$ cat config.mk
export PLATFORM = sky130hd
export DESIGN_NAME = mm_timer
export DESIGN_NICKNAME = d
export VERILOG_FILES = /design/src/verilog/mm_ram_pkg.sv /design/src/verilog/mm_timer.sv
export SDC_FILE = /design/constraint.sdc
export NUM_CORES = 1
export LEC_CHECK = 0
export BUFFER_PORTS_ARGS = -buffer_cell sky130_fd_sc_hd__clkbuf_2
export CORE_MARGIN = 2
export CORE_UTILIZATION = 45
export CTS_CLUSTER_DIAMETER = 150
export DETAILED_ROUTE_END_ITERATION = 7
export PLACE_DENSITY = 0.72
export SLEW_MARGIN = 25
export SYNTH_ARGS = -nofsm -noshare
export SYNTH_HDL_FRONTEND = slang
export SYNTH_SLANG_ARGS = --single-unit
$ cat constraint.sdc
create_clock -name clk_i -period 5.75 [get_ports clk_i]
set_clock_uncertainty 0.2 [all_clocks]
set_input_delay 1.15 -clock clk_i [delete_from_list [all_inputs] [get_ports clk_i]]
set_output_delay 1.15 -clock clk_i [all_outputs]
set_load 0.01 [all_outputs]
$ cat src/verilog/mm_ram_pkg.sv
// memory model shared definitions
`default_nettype none

package mm_ram_pkg;

    // data port geometry
    localparam int unsigned DATA_WIDTH = 32;
    localparam int unsigned BE_WIDTH   = DATA_WIDTH / 8;

    // character output
    localparam logic [31:0] PRINT_ADDR = 32'h1000_0000;

    // test result reporting
    localparam logic [31:0] TEST_STATUS_ADDR = 32'h2000_0000;
    localparam logic [31:0] EXIT_ADDR        = 32'h2000_0004;

    // countdown timer registers
    localparam logic [31:0] TIMER_MASK_ADDR  = 32'h1500_0000;
    localparam logic [31:0] TIMER_COUNT_ADDR = 32'h1500_0004;

    // values written to TEST_STATUS_ADDR
    localparam logic [31:0] TEST_PASS_CODE = 32'd123456789;
    localparam logic [31:0] TEST_FAIL_CODE = 32'd1;

    // timer interrupt id, also the mask bit that enables it
    localparam logic [4:0] TIMER_IRQ_ID = 5'd7;

    // source of the data read response
    typedef enum logic [1:0] {
        SEL_RAM,
        SEL_ZERO
    } rdata_sel_e;

endpackage

`default_nettype wire
$ cat src/verilog/mm_timer.sv
// countdown timer
`timescale 1ns/1ps
`default_nettype none

module mm_timer
    import mm_ram_pkg::*;
(
    input  wire logic                  clk_i,
    input  wire logic                  rst_ni,

    input  wire logic                  timer_mask_we_i,
    input  wire logic                  timer_count_we_i,
    input  wire logic [DATA_WIDTH-1:0] timer_wdata_i,

    input  wire logic                  irq_ack_i,
    input  wire logic [4:0]            irq_id_i,
    output logic                       irq_timer_o
);

    // only the timer's own bit of the mask word matters here
    logic                  mask_en_q;
    logic [DATA_WIDTH-1:0] count_q;
    logic                  irq_q;
    logic                  ack_hit;

    assign ack_hit = irq_ack_i && irq_id_i == TIMER_IRQ_ID;

    always_ff @(posedge clk_i or negedge rst_ni) begin
        if (!rst_ni) begin
            mask_en_q <= 1'b0;
            count_q   <= '0;
            irq_q     <= 1'b0;
        end else if (timer_mask_we_i) begin
            mask_en_q <= timer_wdata_i[TIMER_IRQ_ID];
        end else if (timer_count_we_i) begin
            count_q <= timer_wdata_i;
        end else begin
            if (count_q != '0) begin
                count_q <= count_q - 1'b1;
            end
            // fire on the 1 -> 0 step
            if (count_q == DATA_WIDTH'(1) && mask_en_q) begin
                irq_q <= 1'b1;
            end
            if (ack_hit) begin
                irq_q <= 1'b0;
            end
        end
    end

    assign irq_timer_o = irq_q;

    masked_irq_stays_low: assert property (
        @(posedge clk_i) disable iff (!rst_ni)
        $rose(irq_timer_o) |-> $past(mask_en_q)
    );

endmodule

`default_nettype wire

==> out/qor.yml <==
floorplanning:
  die-area_um2: 5572
  start_util_pct: 47.24
  ios: 43
  fp.dieW_um: 74.65
  die_height_um: 74.65
  number_of_placement_rows: 25
  total_core_area_um2: 4755
routing:
  remaining_drc_errors: 0
  drt-initial-drc-count: 189
  first_pass_drt_iterations: 4
  route.detailed.wl_per_inst_um: 16.03
  totalWireLength_um: 5930
  via_per_inst: 6.089
  final_antenna_net_count: 0
  detailroute.via_count: 2253
pwr:
  leakage_power_nw: 1.033
  power_density_nw_per_um2: 258.7
  ir_drop_worst_case_vdd_mv: 0.1690
  post-layout-total-power_mw: 0.6700
layout:
  commonest_non_fill_non_tap_cells_in_the_layout: "clkbuf_2, o21ai_0, dfrtp_1"
  final.fill_count: 471
  final_antenna_diode_count: 0
  post_layout_cell_count: 370
  leading_cell_type_in_the_layout_fill_and_taps_excluded: "clkbuf_2"
  num-nets-final: 346
  flow.area_growth_from_synthesis_pct: 15.32
  final_layout_size_suffix_gt1_share_pct: 21.78
  finish.instance_area_um2: 2590
worst_setup_path:
  reg2reg_slack_ns: 2.47
  critPathArrivalTime_ns: 3.51
  critical_path.max_stage_delay_ns: 0.62
  timing.critical_path.cells: "clkbuf_2, or4b_2, nor4_2, a41oi_2, buf_4, and4_1, nor3_1"
  end_kind: "flip-flop"
  cpMaxStageDelayCell: "or4b_2"
  family_with_the_most_delay_on_the_worst_path: "simple AND/OR/NAND/NOR gates"
  cp.required_ns: 5.76
  maximum_fanout_encountered_on_the_critical_timing_path: 21
  worst_setup_path_start_kind: "input pin"
  critical_path.n_buffers_inverters: 2
  critPathKind: "in -> reg"
yosys:
  synth_top_area_share_pct: 37.88
  synth.distinct_cells: 44
  postSynthRegisterBits: 34
  synth-edff-count: 0
  post_synth_instance_area_um2: 2246
  yosys_most_used_dff: "dfrtp_1"
  synthArstFlopShare_pct: 100.0
  netlist.top_cell.by_area: "dfrtp_1"
  syn_area_per_cell_um2: 8.257
  synth_area_leaders: "dfrtp_1, o21ai_0, nor2_1, a21oi_1, nor3_1"
  yosys_warnings: 0
  synth.net_count: 316
  netlist_instances: 272
  share_of_the_yosys_chip_area_belonging_to_registers_pct: 37.88
timing:
  hold-worst-slack_ns: 0.3173
  rsz0062_at_grt: "false"
  setup-violations-final: 0
  final_min_period_over_clock_period_pct: 60.95
  timing.max_slew.rel_slack_pct: 39.01
  final-max-slew-violation-count: 0
  post-route-min-period_ns: 3.505
  setup-tns-final_ns: 0
  actual_transition_at_the_worst_max_transition_pin_ns: 0.9149
  fmax_mhz: 285.3
  hold_viol_final: 0
clocking:
  post_cts_resize_count: 0
  cts_root_buf: "clkbuf_8"
  post_cts_hold_buffer_count: 0
  post-cts-setup-buffers: 0
  clk_transition_reported_paths_ns: 0.07
  clockBufferDepth: 2
  tritoncts: "yes"
  cts-htree-levels: 2
  worst_skew_pair.late_latency_ns: 0.29
  cts.sink_count: 34
  cts-buffers-inserted: 5
global_routing:
  gr-usage-met1_pct: 32.29
  gr-usage-all-layers_pct: 23.28
  total_overflow_reported_by_the_global_router: 0
  antenna_violations_before_repair: 0
  first_pass_grt_wire_length_um: 9984
  maximum_number_of_pins_on_one_net_before_global_route_repair: 66
  use_met3_pct: 4.016
  grt.busiest_layer: "met2"
  first_global_vias: 2100
  global_route.usage.met2_pct: 37.36
placement:
  detailed_place.area_um2: 2480
  place.detailed.instances: 362
  hpwl_um: 3985
  finalWeightedCongestion: 0.8704
  numPortBuffers: 42
worst_hold_path:
  worstHoldPathType: "reg -> reg"
job:
  drv_cap: 0
run_status:
  outcome: "finished, final reports clean"
## per-stage QoR
step                      setup WS, ns  util [%]
after global routing             1.991     54.47
final                            2.245     54.47
after CTS                        2.238     54.47
after floorplan                  2.602         -
after global placement           2.030     52.16
after detailed placement         1.927     52.16
## state kept, by name (all words and copies together) (netlist names)
name and flops:
irq_timer_o 1, count_q 32, mask_en_q 1
## synthesized netlist by cell type, types with 2 or more instances
cell / n
a211oi_1: 7
a21o_1: 3
a21oi_1: 16
a22o_1: 6
a22oi_1: 7
a41oi_1: 3
and3_1: 3
and4_1: 2
buf_2: 3
clkbuf_1: 18
dfrtp_1: 34
ha_1: 2
inv_1: 5
nand2_1: 12
nand2b_1: 2
nand3_1: 6
nand4_1: 2
nor2_1: 33
nor3_1: 15
nor3b_1: 2
nor4_1: 11
nor4_2: 4
o21ai_0: 34
o22ai_1: 6
o2bb2ai_1: 4
or2_2: 2
or3_1: 6
or4_1: 8
## layer usage
metal | up-vias | part of all wire [%]
met5 | - | 0
met4 | 0 | 1.7
met3 | 10 | 4.8
met2 | 69 | 48
met1 | 1072 | 46
li1 | 1102 | -
## area by class of cell
| cell class | instances | area, um2 | share of cell area [%] |
|---|---|---|---|
| inverters | 5 | 18.77 | 0.7246 |
| flip-flops and latches | 34 | 850.8 | 32.85 |
| repair buffers | 44 | 225.2 | 8.696 |
| well taps | 67 | 83.83 | 3.237 |
| clock buffers | 8 | 110.1 | 4.251 |
| multi-input cells | 212 | 1301 | 50.24 |
## power breakdown
part | leakage [nW] | total (mW) | internal (mW) | switching (mW)
logic | 0.568 | 0.141 | 0.0592 | 0.0817
registers | 0.408 | 0.317 | 0.274 | 0.0437
clock network | 0.0575 | 0.212 | 0.121 | 0.0908
## logic make-up (layout without fill, tap and decap cells)
family | count (synthesis) | in the layout | share of synthesized area (%)
mux | 2 | 2 | 0.9471
compound gates | 94 | 94 | 27.08
fa+ha+maj | 2 | 2 | 1.114
simple gates | 114 | 114 | 28.47
buf+inv | 26 | 57 | 4.512
flops | 34 | 34 | 37.88
## path summary, 6_finish.rpt
path,startpoint,endpoint,depth (start not counted)
worst max-delay path,timer_count_we_i,count_q[19],7
worst min-delay path,mask_en_q,mask_en_q,1
worst max register to register,count_q[0],count_q[19],8
worst min register to register,mask_en_q,mask_en_q,1
max in group asynchronous,rst_ni,count_q[31],1
min in group asynchronous,rst_ni,count_q[19],1
No activity file was read; power rests on OpenSTA's default activity.
