### config.mk
export PLATFORM = sky130hd
export DESIGN_NAME = mm_data_port
export DESIGN_NICKNAME = d
export VERILOG_FILES = /design/src/verilog/mm_ram_pkg.sv /design/src/verilog/mm_data_port.sv
export SDC_FILE = /design/constraint.sdc
export NUM_CORES = 1
export LEC_CHECK = 0
export BUFFER_PORTS_ARGS = -buffer_cell sky130_fd_sc_hd__buf_2
export CAP_MARGIN = 15
export CORE_AREA = 2 2 104 106
export CTS_BUF_LIST = sky130_fd_sc_hd__clkbuf_2 sky130_fd_sc_hd__clkbuf_4 sky130_fd_sc_hd__clkbuf_8
export DETAILED_ROUTE_END_ITERATION = 6
export DIE_AREA = 0 0 106 108
export GPL_TIMING_DRIVEN = 0
export HOLD_SLACK_MARGIN = 0.12
export PLACE_DENSITY = 0.58
export SYNTH_ARGS = -nofsm -noshare
export SYNTH_HDL_FRONTEND = slang
export SYNTH_SLANG_ARGS = --single-unit
export TNS_END_PERCENT = 100
### constraint.sdc
create_clock -name clk_i -period 1.45 [get_ports clk_i]
set_clock_uncertainty 0.15 [all_clocks]
set_input_delay 0 -clock clk_i [delete_from_list [all_inputs] [get_ports clk_i]]
set_output_delay 0 -clock clk_i [all_outputs]
set_load 0.005 [all_outputs]
### src/verilog/mm_ram_pkg.sv
// memory model shared definitions
`default_nettype none

package mm_ram_pkg;

    // data port geometry
    localparam int unsigned DATA_WIDTH = 32;
    localparam int unsigned BE_WIDTH   = DATA_WIDTH / 8;

    // character output
    localparam logic [31:0] PRINT_ADDR = 32'h1000_0000;

    // test result reporting
    localparam logic [31:0] TEST_STATUS_ADDR = 32'h2000_0000;
    localparam logic [31:0] EXIT_ADDR        = 32'h2000_0004;

    // countdown timer registers
    localparam logic [31:0] TIMER_MASK_ADDR  = 32'h1500_0000;
    localparam logic [31:0] TIMER_COUNT_ADDR = 32'h1500_0004;

    // values written to TEST_STATUS_ADDR
    localparam logic [31:0] TEST_PASS_CODE = 32'd123456789;
    localparam logic [31:0] TEST_FAIL_CODE = 32'd1;

    // timer interrupt id, also the mask bit that enables it
    localparam logic [4:0] TIMER_IRQ_ID = 5'd7;

    // source of the data read response
    typedef enum logic [1:0] {
        SEL_RAM,
        SEL_ZERO
    } rdata_sel_e;

endpackage

`default_nettype wire
### src/verilog/mm_data_port.sv
// data port decoder and response
`timescale 1ns/1ps
`default_nettype none

module mm_data_port
    import mm_ram_pkg::*;
#(
    parameter int unsigned RAM_ADDR_WIDTH = 16
) (
    input  wire logic                      clk_i,
    input  wire logic                      rst_ni,

    // core data port
    input  wire logic                      data_req_i,
    input  wire logic [31:0]               data_addr_i,
    input  wire logic                      data_we_i,
    input  wire logic [BE_WIDTH-1:0]       data_be_i,
    input  wire logic [DATA_WIDTH-1:0]     data_wdata_i,
    output logic                           data_gnt_o,
    output logic                           data_rvalid_o,
    output logic [DATA_WIDTH-1:0]          data_rdata_o,

    // memory port B
    output logic                           ram_req_o,
    output logic [RAM_ADDR_WIDTH-1:0]      ram_addr_o,
    output logic                           ram_we_o,
    output logic [BE_WIDTH-1:0]            ram_be_o,
    output logic [DATA_WIDTH-1:0]          ram_wdata_o,
    input  wire logic [DATA_WIDTH-1:0]     ram_rdata_i,

    // timer register writes
    output logic                           timer_mask_we_o,
    output logic                           timer_count_we_o,
    output logic [DATA_WIDTH-1:0]          timer_wdata_o,

    // pseudo peripherals
    output logic                           print_valid_o,
    output logic [7:0]                     print_char_o,
    output logic                           tests_passed_o,
    output logic                           tests_failed_o,
    output logic                           exit_valid_o,
    output logic [DATA_WIDTH-1:0]          exit_value_o
);

    // one bit wider than the address so a full 32-bit RAM still fits
    localparam logic [32:0] RAM_SIZE = 33'd1 << RAM_ADDR_WIDTH;

    logic       ram_hit;
    logic       wr_req;
    logic       hit_print;
    logic       hit_status;
    logic       hit_exit;
    logic       hit_mask;
    logic       hit_count;
    rdata_sel_e sel_d;
    rdata_sel_e sel_q;
    logic       rvalid_q;

    assign ram_hit = {1'b0, data_addr_i} < RAM_SIZE;
    assign wr_req  = data_req_i && data_we_i;

    assign hit_print  = data_addr_i == PRINT_ADDR;
    assign hit_status = data_addr_i == TEST_STATUS_ADDR;
    assign hit_exit   = data_addr_i == EXIT_ADDR;
    assign hit_mask   = data_addr_i == TIMER_MASK_ADDR;
    assign hit_count  = data_addr_i == TIMER_COUNT_ADDR;

    // memory sees only requests inside its range
    assign ram_req_o   = data_req_i && ram_hit;
    assign ram_addr_o  = data_addr_i[RAM_ADDR_WIDTH-1:0];
    assign ram_we_o    = data_we_i;
    assign ram_be_o    = data_be_i;
    assign ram_wdata_o = data_wdata_i;

    // peripheral writes are single-cycle pulses
    assign print_valid_o  = wr_req && hit_print;
    assign print_char_o   = data_wdata_i[7:0];
    assign tests_passed_o = wr_req && hit_status && data_wdata_i == TEST_PASS_CODE;
    assign tests_failed_o = wr_req && hit_status && data_wdata_i == TEST_FAIL_CODE;
    assign exit_valid_o   = wr_req && hit_exit;
    assign exit_value_o   = data_wdata_i;

    assign timer_mask_we_o  = wr_req && hit_mask;
    assign timer_count_we_o = wr_req && hit_count;
    assign timer_wdata_o    = data_wdata_i;

    // only RAM reads return data, everything else reads as zero
    always_comb begin
        sel_d = SEL_ZERO;
        if (ram_hit && !data_we_i) begin
            sel_d = SEL_RAM;
        end
    end

    // no back-pressure, so the response always follows one cycle later
    assign data_gnt_o = data_req_i;

    always_ff @(posedge clk_i or negedge rst_ni) begin
        if (!rst_ni) begin
            rvalid_q <= 1'b0;
            sel_q    <= SEL_ZERO;
        end else begin
            rvalid_q <= data_req_i;
            if (data_req_i) begin
                sel_q <= sel_d;
            end
        end
    end

    assign data_rvalid_o = rvalid_q;
    assign data_rdata_o  = (sel_q == SEL_RAM) ? ram_rdata_i : '0;

    // writes outside the map point at a broken program
    write_in_map: assert property (
        @(posedge clk_i) disable iff (!rst_ni)
        wr_req |-> ram_hit || hit_print || hit_status || hit_exit
                   || hit_mask || hit_count
    );

endmodule

`default_nettype wire

==> impl_metrics.ini <==
[outcome]
status = finished, violations left
violations = setup timing

[timing]
finalCritPeriodShare = 1.24
rsz0062_at_grt = yes
layout_min_cycle_time_ps = 1800
worstMarginPinSlew_ps = 402
setup-violations-final = 8
maxSlewHeadroom = 0.729
final_hold_viol_count = 0
maxSlewViolCount = 0
holdWs_ps = 117
fmax_ghz = 0.554
worst_slack_ps = -355

[place]
port_buffers = 265
dp_hpwl_um = 5770
gp_congestion = 0.711
dp_slack_ps = -419
placed_area_sq_mm = 0.00299

[finish]
stdcell_area_sq_mm = 0.00333
drive_gt1_frac = 0.852
final_core_utilization = 0.326
fillers = 1097
diodes = 0
syn2layout_area_growth_pct = 125
nNetsFinal = 598

[critical_path]
crit_type = in -> out
critPathRequiredTime_ps = 1300
critPathArrivalTime_ps = 1650
end_kind = output port
worstPathMaxFanout = 2
cp-start-kind = primary input

[clock_tree]
clock-sinks = 2
cts_buffers = 3
cts_tree = yes
cts.htree.levels = 1
clk_latency_ps = 200
root_buffer = clkbuf_8
cts_max_path_buffers = 2

[synthesis]
avgSynthCellArea_sq_um = 7.12
syn_nets = 312
yosysWarningCount = 0
ys_seq_area_frac = 0.0346
async_flop_share = 1.00
synth_flop_cell = dfstp_2
synth_common_cells = buf_4, nor2b_1, nor4_1
syn_area_sq_mm = 0.00148
synth.area.top_cells = buf_4, nor2b_1, nor4_1, nand4_1, nor3_1
synth_top_cell_by_area = buf_4
yosysMostFrequentCell = buf_4
synth_top_area_frac = 0.639
syn_inst = 208
synth-edff-count = 0
ys_ff_latch = 2
synth_cell_types = 20

[min_path]
hold_class = in -> out

[global_route]
overflow = 0
antenna_found_initial = 0
grt_max_degree = 11
track_usage = 0.0961
grt_pass1_vias = 1934
grt_pass1_wl_um = 9050

[die]
ios = 270
rows = 37
dieArea_sq_mm = 0.0114
core_sq_mm = 0.0102
die_h_um = 108
initial_core_util = 0.145
die_w_um = 106

[routing]
post_drt_wl_per_cell_um = 10.7
ant_nets = 0
viasPerCell = 3.55
drc_errors = 0
via_count = 2234
drtPass1Iterations = 4
wl_um = 6710
drtIter0Drc = 69

[pwr]
total_power_mw = 1.03
vdd_drop_max_mv = 0.170
p_leak_nw = 1.99
power_density_mw_per_mm2 = 309

[run]
maxCapViolations = 0
logic make-up after synthesis:
kind of cell	Yosys count	share of synthesized area
buffers and inverters	130	0.649
AO/OA/AOI/OAI	1	0.00338
flip-flops	2	0.0346
AND/OR/NAND/NOR	75	0.313
flip-flops by register name, summed over array words and instances (netlist names):
signal / flops
data_rvalid_o: 1
sel_q: 1
final cells by class:
class,count,area [sq um],area share
inverters,1,3.75,0.00113
plain buffers,129,961,0.288
well taps,136,170,0.0511
repair buffers,281,1520,0.457
flip-flops and latches,2,51.3,0.0154
multi-input cells,76,574,0.172
clock buffers,4,48.8,0.0146
placed cells by master, fill, tap and decap left out:
master and instances:
a21oi_1 1, buf_2 259, buf_4 128, buf_6 9, clkbuf_2 3, clkbuf_4 1
clkbuf_8 3, dfrtp_1 1, dfstp_2 1, dlygate4sd3_1 11, inv_1 1, nand2_1 3
nand3_1 2, nand3_2 1, nand3b_1 1, nand4_1 6, nor2_1 2, nor2b_1 32
nor3_1 2, nor3_2 3, nor3_4 2, nor4_1 9, nor4_2 2, nor4_4 3
nor4b_1 1, or2_2 1, or3b_4 1, or4_1 1, or4_4 3
worst max-delay path: stages:
cell and delay (ps):
buf_6 90, or3b_4 400, or4_4 430, or4_4 450, nor3_2 150, buf_2 130
final timing paths:
kind | start | end | slack, ps | depth (start not counted)
hold / removal | data_addr_i[24] | print_valid_o | 120 | 3
setup reg to reg | sel_q[0] | sel_q[0] | 220 | 3
hold reg to reg | sel_q[0] | sel_q[0] | 600 | 3
max in group asynchronous | rst_ni | data_rvalid_o | 550 | 3
setup / recovery | data_addr_i[17] | tests_failed_o | -350 | 6
min in group asynchronous | rst_ni | sel_q[0] | 140 | 2
per-stage QoR:
stage / cells / setup TNS, ps
3_3_place_gp: 609 / -2730
6_report: 629 / -1500
5_1_grt: 629 / -1980
3_5_place_dp: 609 / -2800
4_1_cts: 627 / -1270
2_1_floorplan: 208 / -171
per-layer routing:
layer	global-route usage	share of wire
met1	0.109	0.38
met3	0.0108	0.079
met2	0.199	0.54
met4	0.00564	0.0027
met5	0	0
timing repair:
item                                   in CTS  in global routing
setup buffers                               3                  2
resized for setup                          24                  6
hold buffers                               11                  0
pin swaps                                   9                  4
setup endpoints to repair                  37                  7
endpoints found under the hold margin      11                  0
gates cloned                                0                  0
where the power goes:
part	leakage (nW)	internal, mW	total, mW	switching, mW
sequential	0.0222	0.0578	0.0580	0.000272
combinational	1.94	0.472	0.725	0.253
clock	0.0262	0.205	0.248	0.0430
Note: power is estimated with default switching activity, not from simulation.
